`config.mk`:
```
export PLATFORM = sky130hd
export DESIGN_NAME = bus_arbiter
export DESIGN_NICKNAME = d
export VERILOG_FILES = /design/src/logic/core_pkg.sv /design/src/logic/bus_arbiter.sv
export SDC_FILE = /design/constraint.sdc
export NUM_CORES = 1
export LEC_CHECK = 0
export ABC_AREA = 1
export BUFFER_PORTS_ARGS = -buffer_cell sky130_fd_sc_hd__buf_4
export CAP_MARGIN = 40
export CORE_AREA = 5 5 299 301
export DETAILED_ROUTE_END_ITERATION = 8
export DIE_AREA = 0 0 304 306
export PLACE_DENSITY = 0.3
export SETUP_SLACK_MARGIN = 0.15
export SLEW_MARGIN = 0
export SYNTH_ARGS = -nofsm -noshare
export SYNTH_HDL_FRONTEND = slang
export SYNTH_SLANG_ARGS = --single-unit
```
`constraint.sdc`:
```
create_clock -name clk -period 1.35 [get_ports clk]
set_clock_uncertainty 0.05 [all_clocks]
set_input_delay 0.135 -clock clk [delete_from_list [all_inputs] [get_ports clk]]
set_output_delay 0.135 -clock clk [all_outputs]
set_load 0.02 [all_outputs]
```
`src/logic/core_pkg.sv`:
```
`default_nettype none

package core_pkg;

	// basic widths
	typedef logic [63:0] u64;
	typedef logic [31:0] u32;
	typedef u32 instr_t;
	typedef logic [4:0] reg_addr_t;

	// shared by fetch, data and external requesters
	typedef struct packed {
		logic valid;
		logic write;
		u64   addr;
		u64   data;
	} bus_req_t;

	typedef struct packed {
		logic data_ok;
		u64   data;
	} bus_resp_t;

	// one retired instruction that wrote a register
	typedef struct packed {
		logic      valid;
		u64        pc;
		reg_addr_t rd;
		u64        data;
	} commit_t;

	// result of decoding and executing one instruction
	typedef struct packed {
		u64        result;
		u64        next_pc;
		reg_addr_t rd;
		logic      reg_write;
		logic      is_load;
		logic      is_store;
		u64        store_data;
		logic      halt;
	} exec_out_t;

	typedef enum logic [2:0] {
		S_IDLE,
		S_FETCH,
		S_EXEC,
		S_MEM,
		S_WB,
		S_HALT
	} core_state_t;

endpackage

`default_nettype wire

```
`src/logic/bus_arbiter.sv`:
```
`timescale 1ns/1ps
`default_nettype none

module bus_arbiter (
	input  logic                clk,
	input  logic                reset,
	input  core_pkg::bus_req_t  ext_req,
	output core_pkg::bus_resp_t ext_resp,
	input  core_pkg::bus_req_t  dreq,
	output core_pkg::bus_resp_t dresp,
	input  core_pkg::bus_req_t  ireq,
	output core_pkg::bus_resp_t iresp,
	output core_pkg::bus_req_t  mem_req,
	input  core_pkg::bus_resp_t mem_resp
);

	// one-hot owner of the outstanding request, ext/data/instr
	logic [2:0] pend;
	logic [2:0] grant;
	logic busy;

	assign busy = |pend;

	always_comb begin
		grant = 3'b000;
		if (!busy) begin
			if (ext_req.valid) grant = 3'b100;
			else if (dreq.valid) grant = 3'b010;
			else if (ireq.valid) grant = 3'b001;
		end
	end

	always_comb begin
		if (grant[2]) mem_req = ext_req;
		else if (grant[1]) mem_req = dreq;
		else mem_req = ireq;
		mem_req.valid = |grant;
	end

	// a response cycle always frees the bus, so pend only lives one cycle
	always_ff @(posedge clk) begin
		if (reset) begin
			pend <= 3'b000;
		end else begin
			pend <= grant;
		end
	end

	assign ext_resp.data_ok = pend[2] & mem_resp.data_ok;
	assign dresp.data_ok = pend[1] & mem_resp.data_ok;
	assign iresp.data_ok = pend[0] & mem_resp.data_ok;
	assign ext_resp.data = mem_resp.data;
	assign dresp.data = mem_resp.data;
	assign iresp.data = mem_resp.data;

	a_one_resp: assert property (@(posedge clk) disable iff (reset)
		mem_resp.data_ok |-> $onehot({ext_resp.data_ok, dresp.data_ok, iresp.data_ok}));
	a_no_req_when_busy: assert property (@(posedge clk) disable iff (reset)
		busy |-> !mem_req.valid && mem_resp.data_ok);

endmodule

`default_nettype wire

```
## Yosys cells after proc, flatten, opt, wreduce, memory -nomap -nowiden

Index checks and enable logic that the tools add are counted.

- Memories: 0
- Bits in registers: 3
- Bits of input ports: 457
- Bits in latches: 0
- RAM bits: 0
- Output and inout bits: 325
- Word-level logic and storage cells: 12
- ROM bits: 0

- Reduce and logical (&&, ||, !) cells: 2
- Bitwise gates (word level): 3
- Multipliers: 0
- Shift operators: 0
- $lt $le $gt $ge: 0
- Muxes and demuxes: 6
- Eq/ne operators: 0
- $add $sub $neg: 0
- Div/mod/pow operators: 0

Operators with widths:

| operator | number |
|---|---|
| 129-bit two-way mux | 2 |
| 3-bit two-way mux | 2 |
| 3-bit OR reduction | 2 |
| 1-bit bitwise AND | 3 |
| 2-bit two-way mux | 1 |
| 1-bit two-way mux | 1 |

## Longest topological paths before layout

Gate-level depths: netlist of the first run.

- Depth in word-level cells: 6
- Gate-level depth with buffers: 7
- Depth with buffers taken out: 5

## Worst setup path after synthesis of the first run

Ideal clock, no wire load.

- Path type: reg2out
- Start: reg pend[1]
- End: out mem_req[18] (netlist bit)
- Path slack: -43 ps
- Buffers on the path: 2
- Required time: 1165 ps
- Stages on the path, launching flop included: 7
- Data arrival time: 1208 ps
- Cell sequence: dfxtp_1 -> nor2_4 -> nand3_1 -> buf_2 -> buf_1 -> nand2_1 -> nand3_1

RTL lines:

| element | RTL line | text |
|---|---|---|
| from (decl) | bus_arbiter.sv:18 | `logic [2:0] pend;` |
| from (signal assigned) | bus_arbiter.sv:45 | `pend <= grant;` |
| to (decl) | bus_arbiter.sv:13 | `output core_pkg::bus_req_t mem_req,` |

==> impl_metrics.json, run 1 <==
{
  "run_status": "complete, but fails checks",
  "failing_checks": "negative setup slack",
  "drt-wirelength-per-cell_um": 19.98,
  "finalWorstSetupSlack_ps": -518.5,
  "timing_worst_setup_path_type": "reg -> out",
  "dieArea_mm2": 0.09302,
  "setup_viol_count_final": 130,
  "synth.avg_cell_area_um2": 5.735,
  "maxCapViolations": 0,
  "core_area_mm2": 0.08635,
  "largest_register_ff_count": 3,
  "synth-seq-cells": 3,
  "vias": 7868,
  "final_design_area_no_fill_mm2": 0.01097,
  "arrival_time_reported_for_the_critical_path_endpoint_ps": 1680,
  "critical_path.cell_chain": "nor2_4 > buf_12 > buf_12 > buf_4 > nand4_1 > nand3_1 > buf_4",
  "vias_per_cell": 3.360,
  "clock_tree.htree_level_count": 1,
  "unrepaired_setup_endpoints_after_global_routing": "true",
  "critical_path.top_delay_family": "buffers and inverters",
  "largestRegisters": "pend: 3 flops",
  "drt-pass1-iter-count": 5,
  "cp.buffers_inverters": 4,
  "number_of_antenna_violations_at_the_first_check_in_global_routing": 2,
  "cts.root.buffer_cell": "sky130_fd_sc_hd__clkbuf_16",
  "postRouteAntennaNets": 0,
  "hold_viol_final": 0,
  "register_name_with_the_most_flops": "pend",
  "leakage_nw": 5.145,
  "critical-path-max-stage-delay_ps": 320,
  "critical-path-slowest-cell": "sky130_fd_sc_hd__dfxtp_2",
  "period_minus_slack_ps": 1869,
  "number_of_nets_produced_by_synthesis": 1285,
  "initial_utilization_pct": 5.499,
  "ys_seq_area_share_pct": 1.265,
  "power_density_mw_per_mm2": 532.5,
  "intPower_w": 0.003081,
  "area.growth.synth_to_final_pct": 131.1,
  "post-place-cells": 2308,
  "layout.cells.most_common_list": "sky130_fd_sc_hd__buf_4 (512), sky130_fd_sc_hd__nand4_1 (258), sky130_fd_sc_hd__nand2_1 (102)",
  "stdcell_count": 2342,
  "numClockSinks": 3,
  "cts_tree": "built",
  "wirelength_um": 46800,
  "netlist-cell-type-count": 15,
  "dpl-instance-area_mm2": 0.009583,
  "layout.cells.most_common": "sky130_fd_sc_hd__buf_4",
  "core.rowCount": 108,
  "hold_slack_ps": 54.13,
  "detailed_placement_wirelength_estimate_um": 37980,
  "seqPwrFrac_pct": 1.7,
  "fin_crit_sh_pct": 138.4,
  "ctsLongestPathBuffers": 2,
  "gr_util_all_layers_pct": 8.957,
  "boundaryPins": 782,
  "synth_warnings": 0,
  "switching_power_w": 0.002762,
  "floorplan.die.width_um": 304,
  "numCtsBuffers": 3,
  "ir_worst_vdd_uv": 269.6,
  "cp-end-kind": "primary output",
  "timing.final.max_slew_violations": 0,
  "combPwrFrac_pct": 90.3,
  "drt_first_iter_violations": 554,
  "drc": 0,
  "post_route_cells_drive_above_1_share_pct": 66.10,
  "die_h_um": 306,
  "number_of_global_route_vias_before_repair": 8469,
  "p_sw_share_pct": 47.27,
  "synth_area_leader_cell": "sky130_fd_sc_hd__nand4_1",
  "grt_pass1_wl_um": 62760,
  "timing_worst_slew_pin_value_ps": 379.7,
  "synth_cells": 828,
  "synth.cell_area_mm2": 0.004748,
  "cts.clk_slew.worst_paths_ps": 30,
  "worst_ep_required_time_ps": 1160,
  "synth_top_cell_area_share_pct": 33.99,
  "power.share.clock_pct": 8.0,
  "design.final.nets": 1644,
  "largest_fanout_on_the_critical_path": 24,
  "grt_start_max_net_pins": 72,
  "gr-total-overflow": 0,
  "slew_margin_rel_pct": 74.69,
  "numPortBuffers": 525,
  "gp_routability_congestion": 0.8276,
  "max_freq_mhz": 535.2,
  "worstSkewPairLatency_ps": 220,
  "worst_setup_path_start_kind": "flop",
  "synth.top_cells.by_area": "sky130_fd_sc_hd__nand4_1 (34%), sky130_fd_sc_hd__buf_4 (31%), sky130_fd_sc_hd__nand3_1 (14%)",
  "classification_of_the_worst_slack_hold_path": "in -> reg"
}
-- metal layers --
metal | wire length (um) | GRT usage, % | vias to the layer above
li1 | - | - | 3576
met1 | 16750 | 9.479 | 3660
met2 | 23460 | 16.22 | 541
met3 | 4562 | 3.486 | 89
met4 | 2019 | 3.218 | 2
met5 | 13 | 0 | -
-- synthesized netlist by cell type --
library cell	number
sky130_fd_sc_hd__nor2_4	1
sky130_fd_sc_hd__clkbuf_1	59
sky130_fd_sc_hd__inv_1	4
sky130_fd_sc_hd__nor2_1	1
sky130_fd_sc_hd__a31oi_1	1
sky130_fd_sc_hd__nand2_1	134
sky130_fd_sc_hd__dfxtp_1	3
sky130_fd_sc_hd__nor3_1	2
sky130_fd_sc_hd__inv_2	2
sky130_fd_sc_hd__nor3b_1	1
sky130_fd_sc_hd__nand3_1	131
sky130_fd_sc_hd__buf_2	33
sky130_fd_sc_hd__buf_1	5
sky130_fd_sc_hd__nand4_1	258
sky130_fd_sc_hd__buf_4	193
-- kinds of logic (layout without fill, tap and decap cells) --
group,Yosys count,after routing,synth area share [%]
other,0,1,0
and+or+nand+nor,528,528,59.08
AOI/OAI and AO/OA,1,1,0.1318
DFF,3,3,1.265
buffers and inverters,296,654,39.53
-- layout make-up --
class,instances,area (um2)
Multi-Input combinational cell,529,3441
Sequential cell,3,66.31
Fill cell,10033,75380
Inverter,6,35.03
Tap cell,1155,1445
Clock buffer,4,78.83
Timing Repair Buffer,644,5903
Antenna cell,1,2.502
-- stage by stage --
stage	setup WS, ps	setup TNS (ps)	util, %	power (W)
2_1_floorplan	14.90	0	-	0.002844
3_3_place_gp	-449.2	-33300	11.10	0.004687
3_5_place_dp	-407.5	-30500	11.10	0.004667
4_1_cts	-545.6	-56440	12.12	0.005612
5_1_grt	-571.6	-65610	12.70	0.006253
6_report	-518.5	-55600	12.71	0.005843
-- worst paths after layout --
| kind | startpoint | end | slack, ps | cells past startpoint |
|---|---|---|---|---|
| setup / recovery | pend[0] | mem_req[92] | -520 | 7 |
| hold / removal | reset | pend[2] | 50 | 2 |
| hold reg to reg | pend[1] | pend[2] | 950 | 6 |
| setup reg to reg | pend[0] | pend[1] | 10 | 6 |
-- power by group through the flow --
stage | Sequential (W) | Clock [W] | Combinational [W]
after global routing | 0.0000996 | 0.000491 | 0.00566
final | 0.0000991 | 0.000468 | 0.00528
after global placement | 0.000100 | 0 | 0.00459
after CTS | 0.0000997 | 0.000477 | 0.00504
after floorplan | 0.0000974 | 0 | 0.00275
after detailed placement | 0.000100 | 0 | 0.00457
-- repair_timing --
action                     4_1_cts  5_1_grt
gates resized for setup        109       81
setup endpoints to repair      136      136
hold buffers                     0        0
buffers inserted                 9        1
gates cloned                    10        9
pin swaps                       44       13
Note: power is estimated with default switching activity, not from simulation.
==> run 2, diff against run 1 <==
BUFFER_PORTS_ARGS = unset   (was -buffer_cell sky130_fd_sc_hd__buf_4)
CORE_AREA = 5 5 305 307   (was 5 5 299 301)
DIE_AREA = 0 0 310 312   (was 0 0 304 306)
DONT_BUFFER_PORTS = 1   (was unset)
==> run 2 against run 1 <==
  * The run still ends with negative setup slack left
  * Setup slack better by 56 ps
  * Largest power group unchanged
  * Hold slack improved by 49 ps
  * Sequential share of layout area grew 0.34 points
  * Clock power hardly changed
  * Largest cell class is now multi-input gates
  * Register-to-register slack got worse by 70 ps
  * Count of clock-buffer cells in the layout is the same
==> impl_metrics.json, run 2 (synthesis gave the netlist of run 1 again) <==
{
  "leakage_nw": 2.482,
  "gr-total-overflow": 0,
  "boundaryPins": 782,
  "timing_worst_slew_pin_value_ps": 419.6,
  "vias": 5930,
  "maxCapViolations": 0,
  "max_freq_mhz": 551.7,
  "min_delay_path_depth": 2,
  "worst_setup_path_start_kind": "flop",
  "classification_of_the_worst_slack_hold_path": "in -> reg",
  "cts.root.buffer_cell": "sky130_fd_sc_hd__clkbuf_16",
  "design.final.nets": 1065,
  "r2r-start": "pend[0]",
  "drt-wirelength-per-cell_um": 21.09,
  "drt_first_iter_violations": 367,
  "r2r.worst_path.cells": 7,
  "layout.cells.most_common_list": "sky130_fd_sc_hd__nand4_1 (258), sky130_fd_sc_hd__nand2_1 (101), sky130_fd_sc_hd__nand3_2 (93)",
  "layout.cells.most_common": "sky130_fd_sc_hd__nand4_1",
  "power_w": 0.003898,
  "die_h_um": 312,
  "finalWorstSetupSlack_ps": -462.5,
  "gp_routability_congestion": 0.8078,
  "r2r_setup_slack_ps": -60,
  "initial_utilization_pct": 5.291,
  "area.growth.synth_to_final_pct": 42.29,
  "fin_crit_sh_pct": 134.3,
  "grt_pass1_wl_um": 43900,
  "dieArea_mm2": 0.09672,
  "hold_viol_final": 0,
  "arrival_time_reported_for_the_critical_path_endpoint_ps": 1630,
  "vias_per_cell": 3.315,
  "clock_tree.htree_level_count": 1,
  "failing_checks": "negative setup slack",
  "post_route_cells_drive_above_1_share_pct": 38.71,
  "core.rowCount": 110,
  "gr_util_all_layers_pct": 6.297,
  "hold_end": "pend[0]",
  "crit_start": "pend[0]",
  "worst_ep_required_time_ps": 1160,
  "wirelength_um": 37730,
  "grt_start_max_net_pins": 132,
  "largest_register_ff_count": 3,
  "numClockSinks": 3,
  "ctsLongestPathBuffers": 2,
  "detailed_placement_wirelength_estimate_um": 25070,
  "drt-pass1-iter-count": 6,
  "largest_fanout_on_the_critical_path": 39,
  "timing_worst_setup_path_type": "reg -> out",
  "setup_viol_count_final": 132,
  "number_of_global_route_vias_before_repair": 5936,
  "power_density_mw_per_mm2": 576.9,
  "cts_tree": "built",
  "rr_endpoint": "pend[1]",
  "fillerInstances": 10518,
  "number_of_antenna_violations_at_the_first_check_in_global_routing": 9,
  "timing.final.max_slew_violations": 0,
  "register_name_with_the_most_flops": "pend",
  "numPortBuffers": 0,
  "worstHoldStart": "ireq[129]",
  "period_minus_slack_ps": 1812,
  "run_status": "complete, but fails checks",
  "cts.clk_slew.worst_paths_ps": 30,
  "numCtsBuffers": 3,
  "worstSkewPairLatency_ps": 220,
  "ir_worst_vdd_uv": 317.7,
  "floorplan.die.width_um": 310,
  "largestRegisters": "pend: 3 flops",
  "unrepaired_setup_endpoints_after_global_routing": "true",
  "slew_margin_rel_pct": 72.03,
  "postRouteAntennaNets": 0,
  "hold_slack_ps": 103.4,
  "cp-end-kind": "primary output",
  "core_area_mm2": 0.08974,
  "post-route-util_pct": 7.529,
  "drc": 0
}
## run 2: changes by cell type in the layout (fill, tap and decap cells not counted), sizes merged
cell / before / now
clkbuf: 10 / 11
clkinv: 1 / 0
inv: 5 / 6
dlygate4sd3: 0 / 1
buf: 638 / 55
diode: 1 / 6
bufbuf: 0 / 2
## run 2: metal layers
metal  global-route usage (%)  share of wire, %  up-vias
met5                        0                 0        -
met4                    4.214               7.4        0
met3                    2.431                12      143
met2                    11.41                48      577
met1                    5.821                33     2789
li1                         -                 -     2421
## run 2: worst max path at each step
| stage | endpoint | slack [ps] | depth (start not counted) |
|---|---|---|---|
| finish | mem_req[74] | -460 | 6 |
| global route | mem_req[42] | -500 | 8 |
| CTS | mem_req[49] | -450 | 8 |
| detailed placement | mem_req[116] | -410 | 4 |
| global placement | mem_req[116] | -350 | 4 |
| floorplan | mem_req[88] | 10 | 6 |
## run 2: what timing repair did
| action | CTS | global route |
|---|---|---|
| setup buffers | 10 | 0 |
| hold endpoints to repair | 3 | 0 |
| cloned | 11 | 9 |
| resized for setup | 125 | 62 |
| endpoints found under the setup margin | 133 | 133 |
| pin swaps | 36 | 24 |
| hold buffers | 1 | 0 |
## run 2: critical path, cell delays in order (launching register included)
cell and delay (ps):
sky130_fd_sc_hd__dfxtp_2 320, sky130_fd_sc_hd__nor2_4 130, sky130_fd_sc_hd__buf_12 140, sky130_fd_sc_hd__buf_12 150
sky130_fd_sc_hd__buf_16 200, sky130_fd_sc_hd__nand4_1 210, sky130_fd_sc_hd__nand3_2 200
## run 2: area by class of cell
class / count / area (um2) / share of cell area, %
Sequential cell: 3 / 63.81 / 0.9444
Clock buffer: 4 / 78.83 / 1.167
Antenna cell: 6 / 15.01 / 0.2222
Timing Repair Buffer: 65 / 1199 / 17.74
Inverter: 6 / 30.03 / 0.4444
Tap cell: 1176 / 1471 / 21.78
Multi-Input combinational cell: 529 / 3899 / 57.70
## run 2: stage by stage
stage                     worst slack, ps  TNS, ps  instance area, um2  cells
after floorplan                     14.90        0                5175    828
after global placement             -349.0   -16160                5135   1748
after detailed placement           -405.8   -20520                5135   1748
after CTS                          -451.9   -45480                6238   1774
after global routing               -499.2   -55100                6756   1789
final                              -462.5   -46900                6756   1789
## run 2: power by group
group | total (W) | internal, W | switching [W] | leakage [nW]
Clock | 0.000465 | 0.000389 | 0.0000759 | 0.0382
Sequential | 0.0000996 | 0.0000943 | 0.00000533 | 0.0258
Combinational | 0.00333 | 0.00110 | 0.00223 | 2.42
==> run 3, diff against run 2 <==
GPL_TIMING_DRIVEN = 0   (was unset)
SETUP_SLACK_MARGIN = 0.3   (was 0.15)
==> run 3 against run 2 <==
  * The run still ends with negative setup slack left
  * Register-to-register slack improved by 40 ps
  * Via count rose by 18%
  * Maximum frequency fell by 2.8%
  * Hold slack got worse by 57 ps
  * Die area did not move
  * Utilization rose by 2.5 points
  * Critical path depth rose by 2
  * Largest cell class unchanged
  * Largest power group unchanged
==> impl_metrics.json, run 3 (synthesis gave the netlist of run 1 again) <==
{
  "run_status": "complete, but fails checks",
  "failing_checks": "negative setup slack",
  "design.final.nets": 1314,
  "area.growth.synth_to_final_pct": 89.51,
  "numPortBuffers": 0,
  "vias_per_cell": 3.445,
  "drt-pass1-iter-count": 7,
  "final_design_area_no_fill_mm2": 0.008999,
  "r2r.worst_path.cells": 8,
  "initial_utilization_pct": 5.291,
  "grt_start_max_net_pins": 11,
  "number_of_antenna_violations_at_the_first_check_in_global_routing": 10,
  "numClockSinks": 3,
  "sum_neg_setup_slack_ps": -54330,
  "rr_endpoint": "pend[1]",
  "finalWorstSetupSlack_ps": -514.0,
  "gr-total-overflow": 0,
  "cts_tree": "built",
  "post-place-cells": 2004,
  "max_freq_mhz": 536.5,
  "crit_start": "pend[1]",
  "drt-wirelength-per-cell_um": 23.87,
  "min_delay_path_depth": 2,
  "dpl-instance-area_mm2": 0.006646,
  "cp-end-kind": "primary output",
  "largestRegisters": "pend: 3 flops",
  "timing.final.max_slew_violations": 0,
  "drc": 0,
  "register_name_with_the_most_flops": "pend",
  "layout.cells.most_common": "sky130_fd_sc_hd__nand4_1",
  "worstSkewPairLatency_ps": 220,
  "hold_end": "pend[2]",
  "wirelength_um": 48600,
  "post_route_cells_drive_above_1_share_pct": 60.16,
  "ctsLongestPathBuffers": 2,
  "dieArea_mm2": 0.09672,
  "numCtsBuffers": 3,
  "period_minus_slack_ps": 1864,
  "worst_setup_path_start_kind": "flop",
  "gr_util_all_layers_pct": 8.891,
  "floorplan.die.width_um": 310,
  "stdcell_count": 2036,
  "core.rowCount": 110,
  "vias": 7014,
  "power_density_mw_per_mm2": 583.7,
  "boundaryPins": 782,
  "fillerInstances": 10488,
  "arrival_time_reported_for_the_critical_path_endpoint_ps": 1680,
  "die_h_um": 312,
  "grt_pass1_wl_um": 60590,
  "hold_viol_final": 0,
  "setup_viol_count_final": 131,
  "unrepaired_setup_endpoints_after_global_routing": "true",
  "gp_routability_congestion": 0.9024,
  "clock_tree.htree_level_count": 1,
  "r2r_setup_slack_ps": -20,
  "drt_first_iter_violations": 353,
  "maxCapViolations": 0,
  "worst_ep_required_time_ps": 1160,
  "timing_worst_setup_path_type": "reg -> out",
  "core_area_mm2": 0.08974,
  "timing_worst_slew_pin_value_ps": 675.1,
  "slew_margin_rel_pct": 54.99,
  "postRouteAntennaNets": 0,
  "classification_of_the_worst_slack_hold_path": "in -> reg",
  "r2r-start": "pend[1]",
  "largest_fanout_on_the_critical_path": 5,
  "largest_register_ff_count": 3,
  "leakage_nw": 3.705,
  "layout.cells.most_common_list": "sky130_fd_sc_hd__nand4_1 (258), sky130_fd_sc_hd__buf_4 (210), sky130_fd_sc_hd__nand3_4 (76)",
  "cts.clk_slew.worst_paths_ps": 30,
  "number_of_global_route_vias_before_repair": 7160,
  "fin_crit_sh_pct": 138.1,
  "worstHoldStart": "ext_req[129]",
  "ir_worst_vdd_uv": 535.1,
  "cts.root.buffer_cell": "sky130_fd_sc_hd__clkbuf_16",
  "hold_slack_ps": 45.99,
  "power_w": 0.005253,
  "detailed_placement_wirelength_estimate_um": 38100
}
[run 3: changes by cell type in the layout (fill, tap and decap cells not counted), sizes merged]
cell,delta
buf,+203
bufbuf,-2
clkbuf,+48
clkinvlp,+1
diode,-2
inv,-1
[run 3: worst max-delay path: stages (launching register included)]
cell	delay, ps
sky130_fd_sc_hd__dfxtp_2	320
sky130_fd_sc_hd__nor2_4	150
sky130_fd_sc_hd__buf_12	140
sky130_fd_sc_hd__nand3_4	110
sky130_fd_sc_hd__buf_12	170
sky130_fd_sc_hd__buf_16	160
sky130_fd_sc_hd__clkbuf_16	170
sky130_fd_sc_hd__nand2_4	60
sky130_fd_sc_hd__nand3_4	140
[run 3: worst max-delay path by stage]
| stage | to | slack, ps | depth (start not counted) |
|---|---|---|---|
| after floorplan | mem_req[88] | 10 | 6 |
| after CTS | mem_req[104] | -520 | 6 |
| after global routing | mem_req[80] | -590 | 8 |
| after global placement | mem_req[15] | -1080 | 5 |
| final | mem_req[80] | -510 | 8 |
| after detailed placement | mem_req[15] | -1110 | 5 |
[run 3: cell type report]
type                            count  area, um2  area share, %
Antenna cell                        4      10.01         0.1112
Buffer                            289       2420          26.89
Clock buffer                        4      78.83         0.8760
Inverter                            6      33.78         0.3754
Multi-Input combinational cell    529       4487          49.86
Sequential cell                     3      66.31         0.7369
Tap cell                         1176       1471          16.35
Timing Repair Buffer               25      431.7          4.797
[run 3: per-layer routing]
layer  track usage (%)  share of wire [%]  vias to the layer above
met2             17.34                 52                      615
met1             8.996                 35                     3376
met5                 0              0.014                        -
li1                  -                  -                     2928
met3             2.174                8.1                       93
met4             3.410                4.9                        2
[run 3: where the power goes]
part	total, W	internal [W]	switching [W]	leakage, nW
Sequential	0.0000992	0.0000934	0.00000576	0.0261
Combinational	0.00469	0.00164	0.00305	3.64
Clock	0.000463	0.000389	0.0000744	0.0382
[run 3: what timing repair did]
item / CTS / global route
setup endpoints to repair: 136 / 135
resized for setup: 315 / 113
cloned: 9 / 1
hold buffers: 1 / 0
hold endpoints to repair: 3 / 0
pin swaps: 36 / 40
setup buffers: 9 / 5
[run 3: stage by stage]
step                      setup WS (ps)  utilization, %
after floorplan                   14.90               -
after global placement            -1080           7.407
after detailed placement          -1115           7.407
after CTS                        -523.5           9.437
after global routing             -593.9           10.03
final                            -514.0           10.03
